<file path="src/rtl/rom_loader_config.svh">
// ROM loader widths and sizes
`ifndef ROM_LOADER_CONFIG_SVH
`define ROM_LOADER_CONFIG_SVH

// Byte address width of the SDRAM port, whose low bit is always clear
`define SDR_ADDR_W 25

// Byte address width of the DDR port
`define DDR_ADDR_W 32

// Byte address width of the block RAM write port
`define BRAM_ADDR_W 24

// Entries in the region table, indexed by the low bits of the index byte
`define NUM_REGIONS 8

`endif

</file>
<file path="src/rtl/rom_loader_pkg.sv">
// ROM loader types and region table
`default_nettype none

`include "rom_loader_config.svh"

package rom_loader_pkg;

    // Which memory a region is stored in, and so how its payload is packed
    typedef enum logic [1:0] {
        STORAGE_SDR  = 2'd0,
        STORAGE_DDR  = 2'd1,
        STORAGE_BRAM = 2'd2
    } storage_t;

    typedef struct packed {
        logic [31:0] base_addr;
        storage_t    storage;
    } region_t;

    // The first two bytes of the stream, first byte in the high half
    typedef struct packed {
        logic [7:0] game_id;
        logic [3:0] region_mask;
        logic [3:0] flags;
    } board_cfg_t;

    // =========================================================================
    // Region table
    // =========================================================================

    // Program and sprite data go to SDRAM, sample and tile data to DDR,
    // and the small lookup PROMs to block RAM
    localparam region_t LOAD_REGIONS [`NUM_REGIONS] = '{
        '{base_addr: 32'h0000_0000, storage: STORAGE_SDR},
        '{base_addr: 32'h0010_0000, storage: STORAGE_SDR},
        '{base_addr: 32'h3000_0000, storage: STORAGE_DDR},
        '{base_addr: 32'h0000_0000, storage: STORAGE_BRAM},
        '{base_addr: 32'h0000_4000, storage: STORAGE_BRAM},
        '{base_addr: 32'h3010_0000, storage: STORAGE_DDR},
        '{base_addr: 32'h3020_0000, storage: STORAGE_DDR},
        '{base_addr: 32'h3030_0000, storage: STORAGE_DDR}
    };

endpackage

`default_nettype wire

</file>
<file path="src/rtl/load_stream_if.sv">
// Payload byte stream to a packing writer
`timescale 1ns/1ps
`default_nettype none

interface load_stream_if;

    // One cycle per payload byte, only while busy is low
    logic        strobe;
    logic [7:0]  data;

    // Full byte address, region base plus offset
    logic [31:0] addr;

    // High from the cycle after a word completes until its memory write ends
    logic        busy;

    modport parser (
        output strobe,
        output data,
        output addr,
        input  busy
    );

    modport writer (
        input  strobe,
        input  data,
        input  addr,
        output busy
    );

endinterface

`default_nettype wire

</file>
<file path="src/rtl/load_header_parser.sv">
// ROM download header parser
`timescale 1ns/1ps
`default_nettype none

`include "rom_loader_config.svh"

module load_header_parser (
    input  wire logic                      clk,
    input  wire logic                      reset,

    input  wire logic                      ioctl_wr,
    input  wire logic [7:0]                ioctl_data,
    output logic                           ioctl_wait,

    load_stream_if.parser                  sdr_stream,
    load_stream_if.parser                  ddr_stream,

    output logic [`BRAM_ADDR_W-1:0]        bram_addr,
    output logic [7:0]                     bram_data,
    output logic                           bram_wr,

    output rom_loader_pkg::board_cfg_t     board_cfg
);

    localparam int REGION_W = $clog2(`NUM_REGIONS);

    typedef enum logic [2:0] {
        ST_CFG_0,
        ST_CFG_1,
        ST_REGION_IDX,
        ST_SIZE_0,
        ST_SIZE_1,
        ST_SIZE_2,
        ST_PAYLOAD
    } stage_t;

    stage_t                     stage;
    logic [REGION_W-1:0]        region_idx;
    logic [7:0]                 cfg_hi;
    logic [23:0]                size;
    logic [23:0]                offset;
    logic [23:0]                offset_next;
    logic [31:0]                base_addr;
    rom_loader_pkg::storage_t   storage;
    logic [31:0]                payload_addr;
    logic                       payload_wr;
    logic                       size_zero;

    assign payload_wr   = ioctl_wr && (stage == ST_PAYLOAD);
    assign offset_next  = offset + 24'd1;
    assign payload_addr = base_addr + {8'd0, offset};
    assign size_zero    = ({size[23:8], ioctl_data} == 24'd0);

    // =========================================================================
    // Header stages
    // =========================================================================

    always_ff @(posedge clk) begin
        if (reset) begin
            stage      <= ST_CFG_0;
            region_idx <= '0;
            board_cfg  <= '0;
        end else if (ioctl_wr) begin
            case (stage)
                ST_CFG_0: stage <= ST_CFG_1;
                ST_CFG_1: begin
                    board_cfg <= rom_loader_pkg::board_cfg_t'({cfg_hi, ioctl_data});
                    stage     <= ST_REGION_IDX;
                end
                ST_REGION_IDX: begin
                    // 0xFF continues with the region after the previous one
                    if (ioctl_data == 8'hff) begin
                        region_idx <= region_idx + REGION_W'(1);
                    end else begin
                        region_idx <= ioctl_data[REGION_W-1:0];
                    end
                    stage <= ST_SIZE_0;
                end
                ST_SIZE_0: stage <= ST_SIZE_1;
                ST_SIZE_1: stage <= ST_SIZE_2;
                ST_SIZE_2: stage <= size_zero ? ST_REGION_IDX : ST_PAYLOAD;
                ST_PAYLOAD: begin
                    if (offset_next == size) begin
                        stage <= ST_REGION_IDX;
                    end
                end
                default: stage <= ST_CFG_0;
            endcase
        end
    end

    // Size, region lookup and byte count
    always_ff @(posedge clk) begin
        if (ioctl_wr) begin
            case (stage)
                ST_CFG_0:  cfg_hi       <= ioctl_data;
                ST_SIZE_0: size[23:16]  <= ioctl_data;
                ST_SIZE_1: size[15:8]   <= ioctl_data;
                ST_SIZE_2: begin
                    size[7:0] <= ioctl_data;
                    base_addr <= rom_loader_pkg::LOAD_REGIONS[region_idx].base_addr;
                    storage   <= rom_loader_pkg::LOAD_REGIONS[region_idx].storage;
                    offset    <= 24'd0;
                end
                ST_PAYLOAD: offset <= offset_next;
                default: ;
            endcase
        end
    end

    // =========================================================================
    // Payload routing
    // =========================================================================

    // Block RAM takes bytes directly, one cycle after the host strobe
    always_ff @(posedge clk) begin
        if (reset) begin
            bram_wr <= 1'b0;
        end else begin
            bram_wr <= payload_wr && (storage == rom_loader_pkg::STORAGE_BRAM);
        end
    end

    always_ff @(posedge clk) begin
        if (payload_wr) begin
            bram_addr <= payload_addr[`BRAM_ADDR_W-1:0];
            bram_data <= ioctl_data;
        end
    end

    assign sdr_stream.strobe = payload_wr && (storage == rom_loader_pkg::STORAGE_SDR);
    assign sdr_stream.data   = ioctl_data;
    assign sdr_stream.addr   = payload_addr;

    assign ddr_stream.strobe = payload_wr && (storage == rom_loader_pkg::STORAGE_DDR);
    assign ddr_stream.data   = ioctl_data;
    assign ddr_stream.addr   = payload_addr;

    // The host is held off while either writer is storing a word
    assign ioctl_wait = sdr_stream.busy | ddr_stream.busy;

    // The host respects the stall for as long as a writer holds it
    a_no_wr_during_wait: assert property (
        @(posedge clk) disable iff (reset) ioctl_wait |-> !ioctl_wr
    );

    // A writer never receives a byte while it is still storing a word
    a_no_strobe_when_busy: assert property (
        @(posedge clk) disable iff (reset)
        !(sdr_stream.strobe && sdr_stream.busy) && !(ddr_stream.strobe && ddr_stream.busy)
    );

endmodule

`default_nettype wire

</file>
<file path="src/rtl/sdr_word_writer.sv">
// SDRAM 16-bit word writer
`timescale 1ns/1ps
`default_nettype none

`include "rom_loader_config.svh"

module sdr_word_writer (
    input  wire logic                    clk,
    input  wire logic                    reset,

    load_stream_if.writer                stream,

    output logic [`SDR_ADDR_W-1:0]       sdr_addr,
    output logic [15:0]                  sdr_data,
    output logic                         sdr_req,
    input  wire logic                    sdr_ack
);

    logic [7:0] low_byte;
    logic       pending;

    // The even byte waits here for its partner
    always_ff @(posedge clk) begin
        if (stream.strobe && !stream.addr[0]) begin
            low_byte <= stream.data;
        end
    end

    always_ff @(posedge clk) begin
        if (stream.strobe && stream.addr[0]) begin
            sdr_addr <= {stream.addr[`SDR_ADDR_W-1:1], 1'b0};
            sdr_data <= {stream.data, low_byte};
        end
    end

    // A request is a toggle of sdr_req and ends when sdr_ack catches up
    always_ff @(posedge clk) begin
        if (reset) begin
            sdr_req <= 1'b0;
            pending <= 1'b0;
        end else if (stream.strobe && stream.addr[0]) begin
            sdr_req <= ~sdr_req;
            pending <= 1'b1;
        end else if (pending && (sdr_req == sdr_ack)) begin
            pending <= 1'b0;
        end
    end

    assign stream.busy = pending;

    // The controller may sample the request at any point until it acknowledges
    a_req_stable: assert property (
        @(posedge clk) disable iff (reset)
        (pending && $past(pending)) |-> ($stable(sdr_addr) && $stable(sdr_data) &&
                                         $stable(sdr_req))
    );

endmodule

`default_nettype wire

</file>
<file path="src/rtl/ddr_beat_writer.sv">
// DDR 64-bit beat writer
`timescale 1ns/1ps
`default_nettype none

`include "rom_loader_config.svh"

module ddr_beat_writer (
    input  wire logic                    clk,
    input  wire logic                    reset,

    load_stream_if.writer                stream,

    output logic                         ddr_acquire,
    input  wire logic                    ddr_busy,
    output logic [`DDR_ADDR_W-1:0]       ddr_addr,
    output logic [63:0]                  ddr_wdata,
    output logic                         ddr_write
);

    typedef enum logic [1:0] {
        ST_COLLECT,
        ST_ISSUE,
        ST_FINISH
    } state_t;

    state_t      state;
    logic [63:0] beat;
    logic        beat_done;

    assign beat_done = stream.strobe && (stream.addr[2:0] == 3'd7);

    // Byte k of the beat goes to lane k
    always_ff @(posedge clk) begin
        if (stream.strobe) begin
            beat[8*stream.addr[2:0] +: 8] <= stream.data;
        end
        if (beat_done) begin
            ddr_addr <= {stream.addr[`DDR_ADDR_W-1:3], 3'b000};
        end
        if (state == ST_ISSUE && !ddr_busy) begin
            ddr_wdata <= beat;
        end
    end

    // =========================================================================
    // Acquire, write and wait
    // =========================================================================

    always_ff @(posedge clk) begin
        if (reset) begin
            state       <= ST_COLLECT;
            ddr_acquire <= 1'b0;
            ddr_write   <= 1'b0;
        end else begin
            ddr_write <= 1'b0;
            case (state)
                ST_COLLECT: begin
                    if (beat_done) begin
                        ddr_acquire <= 1'b1;
                        state       <= ST_ISSUE;
                    end
                end
                ST_ISSUE: begin
                    if (!ddr_busy) begin
                        ddr_write <= 1'b1;
                        state     <= ST_FINISH;
                    end
                end
                ST_FINISH: begin
                    // The write is accepted once busy is seen low after it
                    if (!ddr_busy) begin
                        ddr_acquire <= 1'b0;
                        state       <= ST_COLLECT;
                    end
                end
                default: state <= ST_COLLECT;
            endcase
        end
    end

    assign stream.busy = (state != ST_COLLECT);

    // The port is only written while it is held, and no byte lands in the beat during the write
    a_write_in_acquire: assert property (
        @(posedge clk) disable iff (reset)
        ddr_write |-> (ddr_acquire && $stable(ddr_addr) && (ddr_wdata == beat))
    );

endmodule

`default_nettype wire

</file>
<file path="src/rtl/rom_loader_top.sv">
// ROM download path top level
`timescale 1ns/1ps
`default_nettype none

`include "rom_loader_config.svh"

module rom_loader_top (
    input  wire logic                    clk,
    input  wire logic                    reset,

    // Host download stream
    input  wire logic                    ioctl_wr,
    input  wire logic [7:0]              ioctl_data,
    output logic                         ioctl_wait,

    // SDRAM write port
    output logic [`SDR_ADDR_W-1:0]       sdr_addr,
    output logic [15:0]                  sdr_data,
    output logic                         sdr_req,
    input  wire logic                    sdr_ack,

    // DDR write port
    output logic                         ddr_acquire,
    input  wire logic                    ddr_busy,
    output logic [`DDR_ADDR_W-1:0]       ddr_addr,
    output logic [63:0]                  ddr_wdata,
    output logic                         ddr_write,

    // Block RAM write port
    output logic [`BRAM_ADDR_W-1:0]      bram_addr,
    output logic [7:0]                   bram_data,
    output logic                         bram_wr,

    output logic [15:0]                  board_cfg
);

    load_stream_if sdr_stream ();
    load_stream_if ddr_stream ();

    load_header_parser u_parser (
        .clk        (clk),
        .reset      (reset),
        .ioctl_wr   (ioctl_wr),
        .ioctl_data (ioctl_data),
        .ioctl_wait (ioctl_wait),
        .sdr_stream (sdr_stream.parser),
        .ddr_stream (ddr_stream.parser),
        .bram_addr  (bram_addr),
        .bram_data  (bram_data),
        .bram_wr    (bram_wr),
        .board_cfg  (board_cfg)
    );

    sdr_word_writer u_sdr (
        .clk      (clk),
        .reset    (reset),
        .stream   (sdr_stream.writer),
        .sdr_addr (sdr_addr),
        .sdr_data (sdr_data),
        .sdr_req  (sdr_req),
        .sdr_ack  (sdr_ack)
    );

    ddr_beat_writer u_ddr (
        .clk         (clk),
        .reset       (reset),
        .stream      (ddr_stream.writer),
        .ddr_acquire (ddr_acquire),
        .ddr_busy    (ddr_busy),
        .ddr_addr    (ddr_addr),
        .ddr_wdata   (ddr_wdata),
        .ddr_write   (ddr_write)
    );

endmodule

`default_nettype wire

</file>
<file path="config.mk">
export PLATFORM = sky130hd
export DESIGN_NAME = rom_loader_top
export DESIGN_NICKNAME = d
export VERILOG_FILES = /design/src/rtl/rom_loader_pkg.sv /design/src/rtl/load_stream_if.sv /design/src/rtl/load_header_parser.sv /design/src/rtl/sdr_word_writer.sv /design/src/rtl/ddr_beat_writer.sv /design/src/rtl/rom_loader_top.sv
export VERILOG_INCLUDE_DIRS = /design/src /design/src/rtl
export SDC_FILE = /design/constraint.sdc
export NUM_CORES = 1
export LEC_CHECK = 0
export BUFFER_PORTS_ARGS = -buffer_cell sky130_fd_sc_hd__buf_2
export CAP_MARGIN = 20
export CORE_MARGIN = 2
export CORE_UTILIZATION = 60
export CTS_BUF_LIST = sky130_fd_sc_hd__clkbuf_16
export DETAILED_ROUTE_END_ITERATION = 10
export HOLD_SLACK_MARGIN = 0.15
export PLACE_DENSITY = 0.84
export SLEW_MARGIN = 20
export SYNTH_ARGS = -nofsm -noshare
export SYNTH_HDL_FRONTEND = slang
export SYNTH_SLANG_ARGS = --single-unit
</file>
<file path="constraint.sdc">
create_clock -name clk -period 13.3 [get_ports clk]
set_input_delay 2.66 -clock clk [delete_from_list [all_inputs] [get_ports clk]]
set_output_delay 2.66 -clock clk [all_outputs]
set_load 0.02 [all_outputs]
</file>
Word level (Yosys, flattened, before mapping)
Memory sizes are Yosys's and may differ from the RTL's. A register that Yosys moved wholly into a read port is not among the register bits.
Index checks and enable logic that the tools add are counted.
{"block": "totals", "mem_bits_ro": 272, "n_memories": 1, "inputBits": 13, "regBits": 322}
{"memory": "(no name shown)", "words": 8, "width": 34, "rd": 1, "rd_clocked_by_memory_dff": 1, "wr": 0, "line": "load_header_parser.sv:101", "text": "base_addr <= rom_loader_pkg::LOAD_REGIONS[region_idx].base_addr;"}
{"block": "op_classes", "n_reduce_logical": 30, "n_eq_ne": 18, "mux": 16, "n_addsub": 4, "bitwise_logic": 4, "shifts": 2}
{"operator": "$bwmux 64", "n": 1}
{"operator": "$shift 8x34->64 const A", "n": 1}
{"operator": "$shiftx 8x34->64", "n": 1}
{"operator": "$pmux 24 s2", "n": 1}
{"operator": "$neg 6->34", "n": 1}
{"operator": "$add 32x24->32", "n": 1}
{"operator": "$add 24x1->24 const B", "n": 1}
{"operator": "$eq 24x24->1", "n": 1}
{"operator": "$logic_not 24->1", "n": 1}
{"operator": "$pmux 3 s7", "n": 1}
{"operator": "$reduce_and 2->1", "n": 8}
{"operator": "$eq 3x3->1 const B", "n": 4}
{"operator": "$logic_and 1x1->1", "n": 9}
{"operator": "$mux 3", "n": 3}
{"operator": "$eq 8x8->1 const B", "n": 1}
{"operator": "$reduce_bool 2->1", "n": 4}
{"operator": "$eq 3x2->1 const B", "n": 2}
{"operator": "$mux 2", "n": 3}
{"operator": "$ne 2x2->1 const B", "n": 3}
{"operator": "$pmux 2 s3", "n": 1}
{"operator": "$reduce_and 3->1", "n": 2}
{"operator": "$mux 1", "n": 5}
{"operator": "$eq 2x1->1 const B", "n": 2}
{"operator": "$eq 2x2->1 const B", "n": 2}
{"operator": "12 further kinds", "n": 15}

Longest topological paths before layout
{"block": "logic_depth", "ltp_word": 6, "depth_mapped": 9, "mapped_depth_nobuf": 8}

By module
A second synthesis with hierarchy kept.
{"block": "unflattened", "hier_cells": 876, "area_unflattened_um2": 13121.3}
{"module": "load_header_parser", "instances": 1, "cells_per_inst": 520, "seq_area_each_um2": 3253.1, "area_each_um2": 5959.5}
{"module": "ddr_beat_writer", "instances": 1, "cells_per_inst": 295, "seq_area_each_um2": 4794.6, "area_each_um2": 5607.9}
{"module": "sdr_word_writer", "instances": 1, "cells_per_inst": 61, "seq_area_each_um2": 1481.4, "area_each_um2": 1554.0}

Worst setup path before layout
Ideal clock, no wire load.
{"block": "synth_path", "kind": "in2reg", "start": "in ddr_busy", "end": "reg u_ddr.ddr_wdata[0], enable pin", "arrival_ns": 5.515, "stages": 2, "t_required_ns": 12.813, "setup_ns": 0.487, "path_slack_ns": 7.298, "cell_sequence": "nand2b_1 -> nor2_1"}
{"block": "synth_via", "elab_chain_cells": 2}
{"item": "from (decl)", "line": "rom_loader_top.sv:24", "text": "input wire logic ddr_busy,"}
{"item": "$logic_not 1->1", "line": "ddr_beat_writer.sv:40", "text": "if (state == ST_ISSUE && !ddr_busy) begin"}
{"item": "$logic_and 1x1->1", "line": "ddr_beat_writer.sv:40"}
{"item": "to (signal assigned)", "line": "ddr_beat_writer.sv:41", "text": "ddr_wdata <= beat;"}
{"item": "to (decl)", "line": "ddr_beat_writer.sv:16", "text": "output logic [63:0] ddr_wdata,"}
No other way between the ends.
A chain may end at the register's enable or synchronous reset.

Final worst setup path
{"block": "layout_path", "start": "in ioctl_wr", "end": "reg u_parser.offset[23], enable pin"}
{"block": "layout_via", "elab_chain_cells": 1}
{"item": "from (decl)", "line": "rom_loader_top.sv:12", "text": "input wire logic ioctl_wr,"}
{"item": "$reduce_and 2->1 (no source line)"}
{"item": "to (signal assigned)", "line": "load_header_parser.sv:105", "text": "ST_PAYLOAD: offset <= offset_next;"}
{"item": "to (decl)", "line": "load_header_parser.sv:41", "text": "logic [23:0] offset;"}
No other way between the ends.

==> run summary <==
prevailing post-synth register cell -> edfxtp_1
M1 GR Usage -> 0.327
worst skew pair latency -> 0.54 ns
FF+latch count, synth -> 321
CP Max Fanout -> 24
DIE HEIGHT -> 145 um
largest net degree at the start of global routing -> 45
TNS Setup -> 0 ns
boundary pin count -> 203
Max Slew Vio Count -> 0
commonest non-fill, non-tap cells in the layout -> 292 x edfxtp_1, 193 x buf_2, 93 x nor2_1, 64 x nand2_1
drt wl/cell -> 19.7 um
PwrDens -> 138 mW/mm2
initial antenna violation count -> 0
Detailed Route Iter0 Violations -> 802
Slew @ Worst Pin -> 1.03 ns
status -> completed
final setup margin -> 8.91 ns
endpoints failing hold -> 0
routed via count -> 7180
starting density of the core -> 0.615
DP Cell Count -> 1220
grt peak-use layer -> met2
mapped cell area -> 0.0120 mm2
Worst path max stage delay -> 0.87 ns
Post-CTS Hold Buffers -> 0
hpwl dp -> 16.2 mm
Peak VDD IR -> 0.124 mV
Non-Filler Instances -> 1276
clock transition at the registers of the reported paths -> 0.06 ns
yosys synthesis warning count -> 0
CP endpoint kind -> flop
met2 Track Usage GR -> 0.369
post-synthesis sequential area ratio -> 0.779
row cnt -> 51
Total Routing Usage GR -> 0.232
Num CTS Buffers -> 30
Max-cap violations -> 0
Pleak -> 5.24 nW
Crit Path Category -> in -> reg
Max-slew headroom -> 0.308
Die Area -> 0.0212 mm2
Avg Inst Size Synth -> 15.4 um2
register area -> 0.00935 mm2
fmax -> 228 MHz
nets -> 1011
GR Layer Usage met3 -> 0.0467
crit-path leading delay family -> simple AND/OR/NAND/NOR gates
DRC violations left -> 0
H-Tree Depth -> 1
vias in the first global route -> 6869
worst path arrival time -> 4.57 ns
period utilisation layout -> 0.330
Final setup viols -> 0
Root Buffer -> clkbuf_16
Final min period -> 4.39 ns
slowest library cell on the worst path -> nor3b_2
first-pass GRT wire length -> 38.0 mm
Multi-input gate area -> 0.00248 mm2
IO Port Bufs -> 193
post-CTS setup buffer count -> 0
most common cell after layout, fill and taps aside -> edfxtp_1
Routability Congestion -> 0.867
asr flop ratio synth -> 0
placeable core area -> 0.0195 mm2
worst path cell trace -> buf_2 -> nand2_1 -> nor3b_2 -> or2_2
proportion of layout cells with a drive suffix above 1 -> 0.257
CTS tree -> built
CTS Buffer Depth -> 3
post-CTS sizing -> 0
Post-Route WL -> 25.1 mm
EDFF count, synth -> 292
die width -> 145 um
post-placement setup slack -> 8.40 ns
Post-DRT Antenna Nets -> 0
via/cell ratio -> 5.63
DRT Pass-1 Iters -> 5
Startpoint Class -> input pin
RSZ-0062 raised after global routing -> no
clock sinks -> 321
Pwr Total -> 1.95 mW
clock skew -> 0.00908 ns
Cells after Synth -> 782
Area Overhead vs Synth -> 18.1%
antenna cell count -> 0
HP Class -> reg -> reg
worst endpoint required time -> 13.47 ns
Worst Path Buf+Inv -> 1
grt ovf -> 0
Yosys cell types -> 55
# fillers -> 1233
[routing by layer]
layer | wire length, um | share of wire
met1 | 10100 | 0.40
met2 | 11900 | 0.48
met3 | 2340 | 0.093
met4 | 668 | 0.027
met5 | 0 | 0
[Yosys cell counts, drive strengths merged (5+ instances only)]
cell type	instances	area [um2]
nand4	16	115
xor2	22	193
nor4	10	62.6
xnor2	32	288
and3	15	93.8
o21ai	10	53.8
inv	13	48.8
dfxtp	29	581
a21oi	27	135
buf	16	110
nor2	94	353
and4	5	45.0
edfxtp	292	8770
nand2b	5	31.3
clkbuf	20	75.1
nor3	16	80.1
and2	18	113
ha	11	138
nand3	16	80.1
nand2	64	240
nor2b	8	50.1
[cell families after synthesis]
logic type	synth area share
AND/OR/NAND/NOR	0.120
XOR/XNOR	0.0400
AO/OA/AOI/OAI	0.0255
adder cells (fa/ha/maj)	0.0115
flip-flops	0.779
buffers and inverters	0.0195
multiplexers	0.00438
other	0.000312
[power by group]
part / switching (mW) / internal, mW / leakage [nW]
combinational: 0.0352 / 0.0143 / 1.96
sequential: 0.00649 / 1.10 / 2.79
clock: 0.344 / 0.458 / 0.489
[registers in the layout, summed over array words and instances (netlist names), 3 cells and up]
register and cells:
u_ddr.beat 64, u_sdr.low_byte 8, u_parser.board_cfg 16, u_parser.offset 24, u_parser.stage 3, u_parser.cfg_hi 8, u_parser.bram_addr 24, u_parser.base_addr 4
u_sdr.sdr_data 16, u_parser.region_idx 3, u_parser.bram_data 8, u_sdr.sdr_addr 24, u_ddr.ddr_addr 23, u_ddr.ddr_wdata 64, u_parser.size 24
[metrics by stage]
| step | instance area (um2) | utilization | hold WS, ns |
|---|---|---|---|
| global placement | 13200 | 0.678 | 0.401 |
| detailed placement | 13200 | 0.678 | 0.405 |
| global route | 14200 | 0.726 | 0.422 |
| finish | 14200 | 0.726 | 0.413 |
| CTS | 14200 | 0.726 | 0.417 |
| floorplan | 12000 | - | 0.400 |
[final timing paths]
path,startpoint,endpoint,slack (ns),depth (start not counted)
setup / recovery,ioctl_wr,u_parser.offset[23],8.91,4
hold / removal,u_ddr.beat[1],u_ddr.ddr_wdata[1],0.41,0
setup reg to reg,u_parser.offset[1],u_ddr.beat[16],10.07,6
hold reg to reg,u_ddr.beat[1],u_ddr.ddr_wdata[1],0.41,0
[worst reg2reg max path, cell delays in order, from the launching register on]
cell,delay [ns]
edfxtp_1,0.59
inv_1,0.15
ha_1,0.21
ha_1,0.33
nand3_1,0.40
nor3_1,0.54
nor2b_1,0.66
[cell type report]
cell class,instances,area share
clock inverters,25,0.0116
flip-flops and latches,321,0.659
multi-input cells,420,0.175
repair buffers,201,0.0724
well taps,265,0.0234
clock buffers,31,0.0547
inverters,13,0.00344
(Power assumes the default switching activity.)
